File: config.mk
export PLATFORM = sky130hd
export DESIGN_NAME = MicrorocControl
export DESIGN_NICKNAME = d
export VERILOG_FILES = /design/src/logic/MicrorocPkg.sv /design/src/logic/MicrorocRegs.sv /design/src/logic/SlowControlLoader.sv /design/src/logic/AcqSequencer.sv /design/src/logic/RamReadout.sv /design/src/logic/MicrorocControl.sv
export SDC_FILE = /design/constraint.sdc
export NUM_CORES = 1
export LEC_CHECK = 0
export BUFFER_PORTS_ARGS = -buffer_cell sky130_fd_sc_hd__buf_2
export CAP_MARGIN = 20
export CORE_UTILIZATION = 30
export DETAILED_ROUTE_END_ITERATION = 16
export GPL_ROUTABILITY_DRIVEN = 0
export GPL_TIMING_DRIVEN = 0
export PLACE_DENSITY = 0.5
export SYNTH_ARGS = -nofsm -noshare
export SYNTH_HDL_FRONTEND = slang
export SYNTH_SLANG_ARGS = --single-unit
File: constraint.sdc
create_clock -name Clk -period 3.7 [get_ports Clk]
set_clock_uncertainty 0.1 [all_clocks]
set_input_delay 0.37 -clock Clk [delete_from_list [all_inputs] [get_ports Clk]]
set_output_delay 0.37 -clock Clk [all_outputs]
set_load 0.02 [all_outputs]
File: src/logic/MicrorocPkg.sv
package MicrorocPkg;

  ////////////////////////////////////////
  // Host register map
  ////////////////////////////////////////

  // Slow-control slices sit at 0..7, word 0 holds the LSBs
  typedef enum logic [3:0] {
    AddrScWord0 = 4'd0,  // First slow-control slice
    AddrCtrl    = 4'd8,  // Control bits
    AddrAcqTime = 4'd9   // START_ACQ length in Clk cycles
  } CfgAddrT;

  // Control register bit positions
  localparam int CtrlScSelectBit   = 0;  // SELECT pin level
  localparam int CtrlChainBit      = 1;  // 0 chain 1, 1 chain 2
  localparam int CtrlPowerPulseBit = 2;  // PWR_ON pins follow sequencer

  ////////////////////////////////////////
  // Acquisition sequencer
  ////////////////////////////////////////

  typedef enum logic [2:0] {
    Idle,       // Waiting for AcqStart
    PowerUp,    // Analog and digital supplies settling
    Acquire,    // START_ACQ high
    StartRo,    // One cycle readout kick
    WaitEnd,    // ASIC shifting its RAM out
    PowerDown   // OnceEnd back to host
  } AcqStateT;

  // Supply settle time before START_ACQ
  localparam int PowerSettleCycles = 4;

endpackage

File: src/logic/MicrorocRegs.sv
`timescale 1ns/1ps

module MicrorocRegs #(
  parameter int ScBits = 64  // Multiple of 16, up to 128
) (
  input  logic                 Clk,
  input  logic                 rstN,
  input  logic                 CfgWrite,    // One-cycle write strobe
  input  MicrorocPkg::CfgAddrT CfgAddr,
  input  logic [15:0]          CfgData,
  output logic [ScBits-1:0]    ScWord,      // To slow-control loader
  output logic                 ScSelect,    // Straight to SELECT pin
  output logic                 ChainSelect, // Redundancy choice
  output logic                 PowerPulseEnable,
  output logic [15:0]          AcqTime
);
  import MicrorocPkg::*;

  localparam int ScWords = ScBits / 16;  // Number of 16-bit slices

  ////////////////////////////////////////
  // Slow-control word slices
  ////////////////////////////////////////

  // Slice addresses past ScWords fall through untouched
  always_ff @(posedge Clk) begin
    if (CfgWrite) begin
      for (int i = 0; i < ScWords; i++) begin
        if (int'(CfgAddr) == int'(AddrScWord0) + i) begin
          ScWord[i*16 +: 16] <= CfgData;
        end
      end
    end
  end

  ////////////////////////////////////////
  // Control and acquisition time
  ////////////////////////////////////////

  always_ff @(posedge Clk) begin
    if (!rstN) begin
      ScSelect         <= 1'b0;
      ChainSelect      <= 1'b0;   // Chain 1
      PowerPulseEnable <= 1'b0;   // Supplies always on
      AcqTime          <= 16'd1;
    end else if (CfgWrite) begin
      case (CfgAddr)
        AddrCtrl: begin
          ScSelect         <= CfgData[CtrlScSelectBit];
          ChainSelect      <= CfgData[CtrlChainBit];
          PowerPulseEnable <= CfgData[CtrlPowerPulseBit];
        end
        AddrAcqTime: AcqTime <= CfgData;
        default: ;                // Slices handled above
      endcase
    end
  end

  // Zero would wrap the sequencer's Acquire count to 65536 cycles
  acqTimeNonZero: assert property (@(posedge Clk) disable iff (!rstN)
    (CfgWrite && CfgAddr == AddrAcqTime) |-> (CfgData != 16'd0))
    else $error("AcqTime written as zero");

endmodule

File: src/logic/SlowControlLoader.sv
`timescale 1ns/1ps

module SlowControlLoader #(
  parameter int ScBits   = 64,
  parameter int SrClkDiv = 2   // Clk cycles per SR_CK half period
) (
  input  logic              Clk,
  input  logic              rstN,
  input  logic              ParameterLoadStart,
  input  logic [ScBits-1:0] ScWord,
  output logic              ParameterLoadDone,
  output logic              SR_RSTB,   // Selected register reset, active low
  output logic              SR_CK,
  output logic              SR_IN
);

  localparam int DivW = $clog2(SrClkDiv + 1);
  localparam int BitW = $clog2(ScBits);
  localparam logic [DivW-1:0] DivLast = DivW'(SrClkDiv - 1);
  localparam logic [BitW-1:0] BitLast = BitW'(ScBits - 1);

  typedef enum logic [1:0] {
    LdIdle,
    LdReset,  // SR_RSTB low, two cycles
    LdShift   // SR_CK running
  } LoadStateT;

  LoadStateT         state;
  logic [DivW-1:0]   divCnt;   // Half-period divider, also reset timer
  logic [BitW-1:0]   bitCnt;   // Bits already clocked out
  logic [ScBits-1:0] shiftReg; // Private copy of ScWord
  logic              startLoad;
  logic              loadBit;  // Next MSB goes onto SR_IN

  assign startLoad = (state == LdIdle) && ParameterLoadStart;
  assign loadBit   = ((state == LdReset) && (divCnt == DivW'(1)))
                  || ((state == LdShift) && (divCnt == DivLast) && SR_CK
                      && (bitCnt != BitLast));  // On SR_CK fall

  // Word copy, MSB first
  always_ff @(posedge Clk) begin
    if (startLoad) shiftReg <= ScWord;
    else if (loadBit) shiftReg <= shiftReg << 1;
  end

  always_ff @(posedge Clk) begin
    if (!rstN) begin
      state             <= LdIdle;
      divCnt            <= '0;
      bitCnt            <= '0;
      ParameterLoadDone <= 1'b0;
      SR_RSTB           <= 1'b1;
      SR_CK             <= 1'b0;
      SR_IN             <= 1'b0;
    end else begin
      ParameterLoadDone <= 1'b0;
      if (loadBit) SR_IN <= shiftReg[ScBits-1];  // Changes with SR_CK low
      case (state)
        LdIdle: begin
          divCnt <= '0;
          if (startLoad) begin
            state   <= LdReset;
            SR_RSTB <= 1'b0;
          end
        end
        LdReset: begin
          divCnt <= divCnt + 1'b1;
          if (divCnt == DivW'(1)) begin
            state   <= LdShift;
            SR_RSTB <= 1'b1;
            divCnt  <= '0;
            bitCnt  <= '0;
          end
        end
        LdShift: begin
          divCnt <= divCnt + 1'b1;
          if (divCnt == DivLast) begin
            divCnt <= '0;
            SR_CK  <= ~SR_CK;
            if (SR_CK && bitCnt == BitLast) begin  // Last fall
              state             <= LdIdle;
              SR_IN             <= 1'b0;
              ParameterLoadDone <= 1'b1;
            end else if (SR_CK) begin
              bitCnt <= bitCnt + 1'b1;
            end
          end
        end
        default: state <= LdIdle;
      endcase
    end
  end

  // No stray shift clocks into the ASIC outside a load
  srCkQuiet: assert property (@(posedge Clk) disable iff (!rstN)
    (state != LdShift) |-> !SR_CK)
    else $error("SR_CK high outside a load");

endmodule

File: src/logic/AcqSequencer.sv
`timescale 1ns/1ps

module AcqSequencer (
  input  logic        Clk,
  input  logic        rstN,
  input  logic        AcqStart,          // One-cycle host pulse
  input  logic        PowerPulseEnable,
  input  logic [15:0] AcqTime,
  input  logic        CHIPSATB,          // Chip full, active low
  input  logic        EndReadout,        // From selected chain
  output logic        START_ACQ,
  output logic        StartReadout,      // One-cycle pulse
  output logic        OnceEnd,           // One-cycle pulse to host
  output logic        PWR_ON_A,
  output logic        PWR_ON_D,
  output logic        PWR_ON_ADC,
  output logic        PWR_ON_DAC
);
  import MicrorocPkg::*;

  AcqStateT    state;
  AcqStateT    nextState;
  logic [15:0] cycleCnt;   // Cycles spent in current state
  logic        powerOn;    // Sequencer wants supplies up
  logic        powerPins;

  ////////////////////////////////////////
  // Next state
  ////////////////////////////////////////

  always_comb begin
    nextState = state;
    case (state)
      Idle:      if (AcqStart) nextState = PowerUp;  // Ignored elsewhere
      PowerUp: begin
        if (cycleCnt == 16'(PowerSettleCycles - 1)) nextState = Acquire;
      end
      Acquire: begin
        // Early stop once chip reports full
        if (!CHIPSATB || cycleCnt == AcqTime - 16'd1) nextState = StartRo;
      end
      StartRo:   nextState = WaitEnd;
      WaitEnd:   if (EndReadout) nextState = PowerDown;
      PowerDown: nextState = Idle;
      default:   nextState = Idle;
    endcase
  end

  ////////////////////////////////////////
  // State, counter and registered pins
  ////////////////////////////////////////

  // Outputs decoded from nextState so they line up with state
  always_ff @(posedge Clk) begin
    if (!rstN) begin
      state        <= Idle;
      cycleCnt     <= '0;
      START_ACQ    <= 1'b0;
      StartReadout <= 1'b0;
      OnceEnd      <= 1'b0;
      powerOn      <= 1'b0;
    end else begin
      state        <= nextState;
      // Restart count on every transition
      cycleCnt     <= (nextState != state) ? 16'd0 : cycleCnt + 16'd1;
      START_ACQ    <= (nextState == Acquire);
      StartReadout <= (nextState == StartRo);
      OnceEnd      <= (nextState == PowerDown);
      powerOn      <= (nextState != Idle);
    end
  end

  // Supplies on constantly unless power pulsing
  assign powerPins  = powerOn | ~PowerPulseEnable;
  assign PWR_ON_A   = powerPins;
  assign PWR_ON_D   = powerPins;
  assign PWR_ON_ADC = powerPins;
  assign PWR_ON_DAC = powerPins;

  // Acquisition must be closed before readout kicks off
  acqReadoutExclusive: assert property (@(posedge Clk) disable iff (!rstN)
    !(START_ACQ && StartReadout))
    else $error("START_ACQ overlaps StartReadout");

  acqOnlyInAcquire: assert property (@(posedge Clk) disable iff (!rstN)
    START_ACQ |-> (state == Acquire))
    else $error("START_ACQ high outside Acquire");

endmodule

File: src/logic/RamReadout.sv
`timescale 1ns/1ps

module RamReadout (
  input  logic        Clk,
  input  logic        rstN,
  input  logic        ChainSelect,     // 0 chain 1, 1 chain 2
  input  logic        StartReadout,    // Pulse from sequencer
  input  logic        END_READOUT1,
  input  logic        END_READOUT2,
  input  logic        DOUT1B,          // Inverted serial data
  input  logic        DOUT2B,
  input  logic        TRANSMITON1B,    // Low while chain shifts data
  input  logic        TRANSMITON2B,
  output logic        START_READOUT1,
  output logic        START_READOUT2,
  output logic        EndReadout,
  output logic [15:0] RamData,
  output logic        RamDataValid     // One-cycle strobe, no back-pressure
);

  logic        doutB;        // Selected chain data
  logic        transmitOnB;  // Selected chain gate
  logic [15:0] shiftReg;
  logic [3:0]  bitCnt;       // Bits in current word

  ////////////////////////////////////////
  // Chain redundancy
  ////////////////////////////////////////

  // Start only reaches the chosen chain
  assign START_READOUT1 = StartReadout & ~ChainSelect;
  assign START_READOUT2 = StartReadout &  ChainSelect;

  assign EndReadout  = ChainSelect ? END_READOUT2 : END_READOUT1;
  assign doutB       = ChainSelect ? DOUT2B       : DOUT1B;
  assign transmitOnB = ChainSelect ? TRANSMITON2B : TRANSMITON1B;

  ////////////////////////////////////////
  // Deserializer
  ////////////////////////////////////////

  // First sample ends up in bit 15
  always_ff @(posedge Clk) begin
    if (!transmitOnB) shiftReg <= {shiftReg[14:0], ~doutB};
  end

  always_ff @(posedge Clk) begin
    if (!rstN) begin
      bitCnt       <= '0;
      RamDataValid <= 1'b0;
    end else begin
      RamDataValid <= 1'b0;
      if (!transmitOnB) begin
        bitCnt <= bitCnt + 4'd1;                 // Wraps to 0 per word
        if (bitCnt == 4'd15) RamDataValid <= 1'b1;
      end else begin
        bitCnt <= '0;                            // Drop partial word
      end
    end
  end

  // Word stays put only in the valid cycle
  assign RamData = shiftReg;

  // Idle chain must never see a start edge
  unselectedStartQuiet: assert property (@(posedge Clk) disable iff (!rstN)
    !($rose(START_READOUT1) && ChainSelect)
    && !($rose(START_READOUT2) && !ChainSelect))
    else $error("START_READOUT on unselected chain");

endmodule

File: src/logic/MicrorocControl.sv
`timescale 1ns/1ps

module MicrorocControl #(
  parameter int ScBits   = 64,
  parameter int SrClkDiv = 2
) (
  input  logic                 Clk,
  input  logic                 rstN,
  // Host side
  input  logic                 CfgWrite,
  input  MicrorocPkg::CfgAddrT CfgAddr,
  input  logic [15:0]          CfgData,
  input  logic                 ParameterLoadStart,
  output logic                 ParameterLoadDone,
  input  logic                 AcqStart,
  output logic                 OnceEnd,
  output logic [15:0]          RamData,
  output logic                 RamDataValid,
  // Slow control pins
  output logic                 SELECT,       // 1 slow control, 0 read register
  output logic                 SR_RSTB,
  output logic                 SR_CK,
  output logic                 SR_IN,
  // Power pulsing pins
  output logic                 PWR_ON_A,
  output logic                 PWR_ON_D,
  output logic                 PWR_ON_ADC,
  output logic                 PWR_ON_DAC,
  // Acquisition and readout pins
  output logic                 START_ACQ,
  input  logic                 CHIPSATB,
  output logic                 START_READOUT1,
  output logic                 START_READOUT2,
  input  logic                 END_READOUT1,
  input  logic                 END_READOUT2,
  input  logic                 DOUT1B,
  input  logic                 DOUT2B,
  input  logic                 TRANSMITON1B,
  input  logic                 TRANSMITON2B
);

  logic [ScBits-1:0] scWord;
  logic              chainSelect;
  logic              powerPulseEnable;
  logic [15:0]       acqTime;
  logic              startReadout;
  logic              endReadout;

  MicrorocRegs #(.ScBits(ScBits)) regs (
    .Clk(Clk), .rstN(rstN),
    .CfgWrite(CfgWrite), .CfgAddr(CfgAddr), .CfgData(CfgData),
    .ScWord(scWord), .ScSelect(SELECT), .ChainSelect(chainSelect),
    .PowerPulseEnable(powerPulseEnable), .AcqTime(acqTime)
  );

  SlowControlLoader #(.ScBits(ScBits), .SrClkDiv(SrClkDiv)) scLoader (
    .Clk(Clk), .rstN(rstN),
    .ParameterLoadStart(ParameterLoadStart), .ScWord(scWord),
    .ParameterLoadDone(ParameterLoadDone),
    .SR_RSTB(SR_RSTB), .SR_CK(SR_CK), .SR_IN(SR_IN)
  );

  AcqSequencer acqSeq (
    .Clk(Clk), .rstN(rstN),
    .AcqStart(AcqStart), .PowerPulseEnable(powerPulseEnable), .AcqTime(acqTime),
    .CHIPSATB(CHIPSATB), .EndReadout(endReadout),
    .START_ACQ(START_ACQ), .StartReadout(startReadout), .OnceEnd(OnceEnd),
    .PWR_ON_A(PWR_ON_A), .PWR_ON_D(PWR_ON_D),
    .PWR_ON_ADC(PWR_ON_ADC), .PWR_ON_DAC(PWR_ON_DAC)
  );

  RamReadout ramRo (
    .Clk(Clk), .rstN(rstN),
    .ChainSelect(chainSelect), .StartReadout(startReadout),
    .END_READOUT1(END_READOUT1), .END_READOUT2(END_READOUT2),
    .DOUT1B(DOUT1B), .DOUT2B(DOUT2B),
    .TRANSMITON1B(TRANSMITON1B), .TRANSMITON2B(TRANSMITON2B),
    .START_READOUT1(START_READOUT1), .START_READOUT2(START_READOUT2),
    .EndReadout(endReadout), .RamData(RamData), .RamDataValid(RamDataValid)
  );

endmodule

==> run_results.csv <==
group,metric,value,unit
run_status,status,"complete, no violations",
die,io_pins,62,
routing,viasPerCell,4.675,
power,vdd_drop_max,0.2942,mV
synthesis,synth.top_cell.area_share,0.5225,
die,core-area,0.02703,mm2
routing,drt-pass1-iter-count,7,
timing,holdWs,54.32,ps
synthesis,synth_area,0.008275,mm2
grt,grtUsageTotal,0.1174,
synthesis,synth_edf_count,144,
die,die_h,168.1,um
die,start_util,0.3062,
place,dpl.cell_count,997,
timing,final_max_slew_viol_count,0,
grt,antenna_found_initial,0,
flow_run,drv_cap,0,
worst_setup_path,cp-start-kind,"flop",
cts,cts_buffers,23,
power,p_leak,0.003544,uW
synthesis,yosysWarnings,0,
synthesis,syn-instance-count,589,
finish,regArea,0.005545,mm2
cts,cts-resized-gates,0,
routing,detail-route-antenna-nets,0,
worst_setup_path,crit_path_end_kind,"flop",
cts,cts-root-buf,"clkbuf_16",
place,port_buffers,60,
synthesis,ys_ff_latch,205,
power,pwr-share-clk,0.387,
power,sequentialPowerShare,0.501,
finish,nets,721,
worst_setup_path,crit_type,"reg2reg",
finish,multi_input_area,0.002606,mm2
timing,rsz0062_at_grt,"false",
synthesis,synth.distinct_cells,48,
cts,htree_levels,1,
timing,finalSetupTns,0,ps
power,internal_power,4406,uW
timing,hold_viol,0,
timing,finalCritPeriodShare,0.8022,
synthesis,synthArstFlopShare,0,
finish,layout-drive-gt1-share,0.2543,
place,dpl.hpwl,11480,um
grt,grt_max_degree,41,
timing,worstMarginPinSlew,776.6,ps
routing,wl,16340,um
cts,clock_path_buffers,3,
synthesis,mappedNetlistNets,629,
die,die_area,0.02825,mm2
finish,n_antenna_cell,0,
die,die_x,168.1,um
power,powerDensity,576.0,mW/mm2
timing,fin_crit,2968,ps
worst_setup_path,cp.required,3990,ps
worst_setup_path,arrival,3260,ps
power,p_sw_frac,0.2225,
finish,num-fill-cells,2607,
power,switchingPower,1261,uW
synthesis,synth_area_leader_cell,"edfxtp_1",
cts,hold_buffers,0,
routing,drc,0,
synthesis,synth_flop_cell,"edfxtp_1",
hold_path,hold_class,"in2reg",
synthesis,seq_area_frac_synth,0.6701,
routing,drt_iter0_markers,208,
routing,wire_per_inst,15.76,um
worst_setup_path,cp_max_fo,6,
routing,vias,4848,
cts,clk_latency,500,ps
timing,setup_viol,0,
die,fp-row-count,60,
grt,grt_pass1_vias,5015,
cts,post-cts-setup-buffers,0,
cts,cts_tree,"yes",
grt,gr-total-overflow,0,
synthesis,syn_avg_cell_area,14.05,um2
power,combPwrFrac,0.111,
cts,clk_pin_slew,60,ps
timing,max_freq,0.3369,GHz
finish,stdcell_count,1037,
finish,syn_to_final_growth,18.88,%
cts,cts.sinks,205,
synthesis,synth.area.top_cells,"edfxtp_1 (52%), dfxtp_1 (15%), mux2_2 (8.8%)",
grt,grt_pass1_wl,26270,um
timing,slew_headroom,0.4823,
-- cells in the final DEF, fill, tap and decap left out, types with 4 or more instances in the layout --
cell	instances
edfxtp_1	144
mux2_2	65
buf_2	61
dfxtp_1	61
nor2_1	47
nand2_1	32
mux2i_1	25
clkbuf_1	24
nor2b_1	23
clkbuf_16	23
xnor2_1	21
nand3_1	19
xor2_1	18
inv_1	14
o21ai_0	11
a21oi_1	8
ha_1	8
buf_4	7
and3_1	6
nand4_1	6
nor4_1	5
nor3_1	5
and2_1	4
clkinv_1	4
-- cell usage after synthesis (4+ instances only) --
master,count
a21oi_1,8
and2_1,4
and3_1,6
clkbuf_1,17
dfxtp_1,61
edfxtp_1,144
ha_1,8
inv_1,14
mux2_2,65
mux2i_1,26
nand2_1,32
nand3_1,20
nand4_1,6
nor2_1,48
nor2b_1,23
nor3_1,5
nor4_1,6
nor4b_1,4
o21ai_0,11
xnor2_1,21
xor2_1,18
-- routing by layer --
layer  part of all wire  routed length, um  vias to the layer above  GRT usage
met3              0.032                517                       28    0.01951
met1               0.44               7256                     2422     0.1452
met2               0.51               8294                       68     0.2114
li1                   -                  -                     2330          -
met4              0.016                269                        0    0.03083
met5                  0                  0                        -          0
-- path summary, 6_finish.rpt --
path	from	endpoint	slack (ps)	cells after the start
min reg2reg	scLoader.divCnt[1]	scLoader.divCnt[1]	350	2
max reg2reg	regs.AcqTime[2]	acqSeq.START_ACQ	730	7
max	regs.AcqTime[2]	acqSeq.START_ACQ	730	7
min	CfgData[15]	regs.ScWord[47]	50	1
-- registers in the layout, summed over array words and instances, names as in the netlist, 2 cells and up --
name / flops
scLoader.state: 2
scLoader.shiftReg: 64
scLoader.divCnt: 2
acqSeq.state: 3
ramRo.bitCnt: 4
scLoader.bitCnt: 6
acqSeq.cycleCnt: 16
regs.AcqTime: 16
regs.ScWord: 64
ramRo.RamData: 16
-- power groups by stage --
stage          Combinational [uW]  Sequential, uW  Clock, uW
4_1_cts                       651            2840       2260
2_1_floorplan                 436            2880          0
3_5_place_dp                  648            2890          0
3_3_place_gp                  610            2900          0
5_1_grt                       697            2860       2350
6_report                      630            2840       2200
-- per-stage QoR --
step           total power (uW)  area (um2)    util  setup WS [ps]
6_report                   5667        9838  0.3640          731.9
5_1_grt                    5915        9838  0.3640          430.8
4_1_cts                    5758        9838  0.3640          680.0
3_5_place_dp               3538        9110  0.3371          716.8
3_3_place_gp               3511        9007  0.3333         -511.9
2_1_floorplan              3320        8280       -          787.9
-- final cells by class --
type,instances,area share
inverters,14,0.005341
repair buffers,67,0.03828
clock buffers,30,0.06117
multi-input cells,348,0.2649
flip-flops and latches,205,0.5637
clock inverters,10,0.01284
well taps,341,0.04337
plain buffers,22,0.01043
-- cell families (layout without fill, tap and decap cells) --
| kind of cell | Yosys count | in the layout | synth area share |
|---|---|---|---|
| AO/OA/AOI/OAI | 40 | 40 | 0.03251 |
| adder cells (fa/ha/maj) | 8 | 8 | 0.01210 |
| multiplexers | 91 | 91 | 0.1199 |
| XOR/XNOR | 39 | 39 | 0.04128 |
| buffers and inverters | 36 | 143 | 0.01875 |
| flip-flops | 205 | 205 | 0.6701 |
| AND/OR/NAND/NOR | 170 | 170 | 0.1054 |
-- worst max-delay path: stages, from the launching register on --
cell	delay, ps
dfxtp_1	350
nor3_1	590
a21oi_1	140
nor4b_1	410
nand4_1	140
nor4_1	580
a21boi_0	300
o21a_1	240
Power figures use the tool's default switching activity.
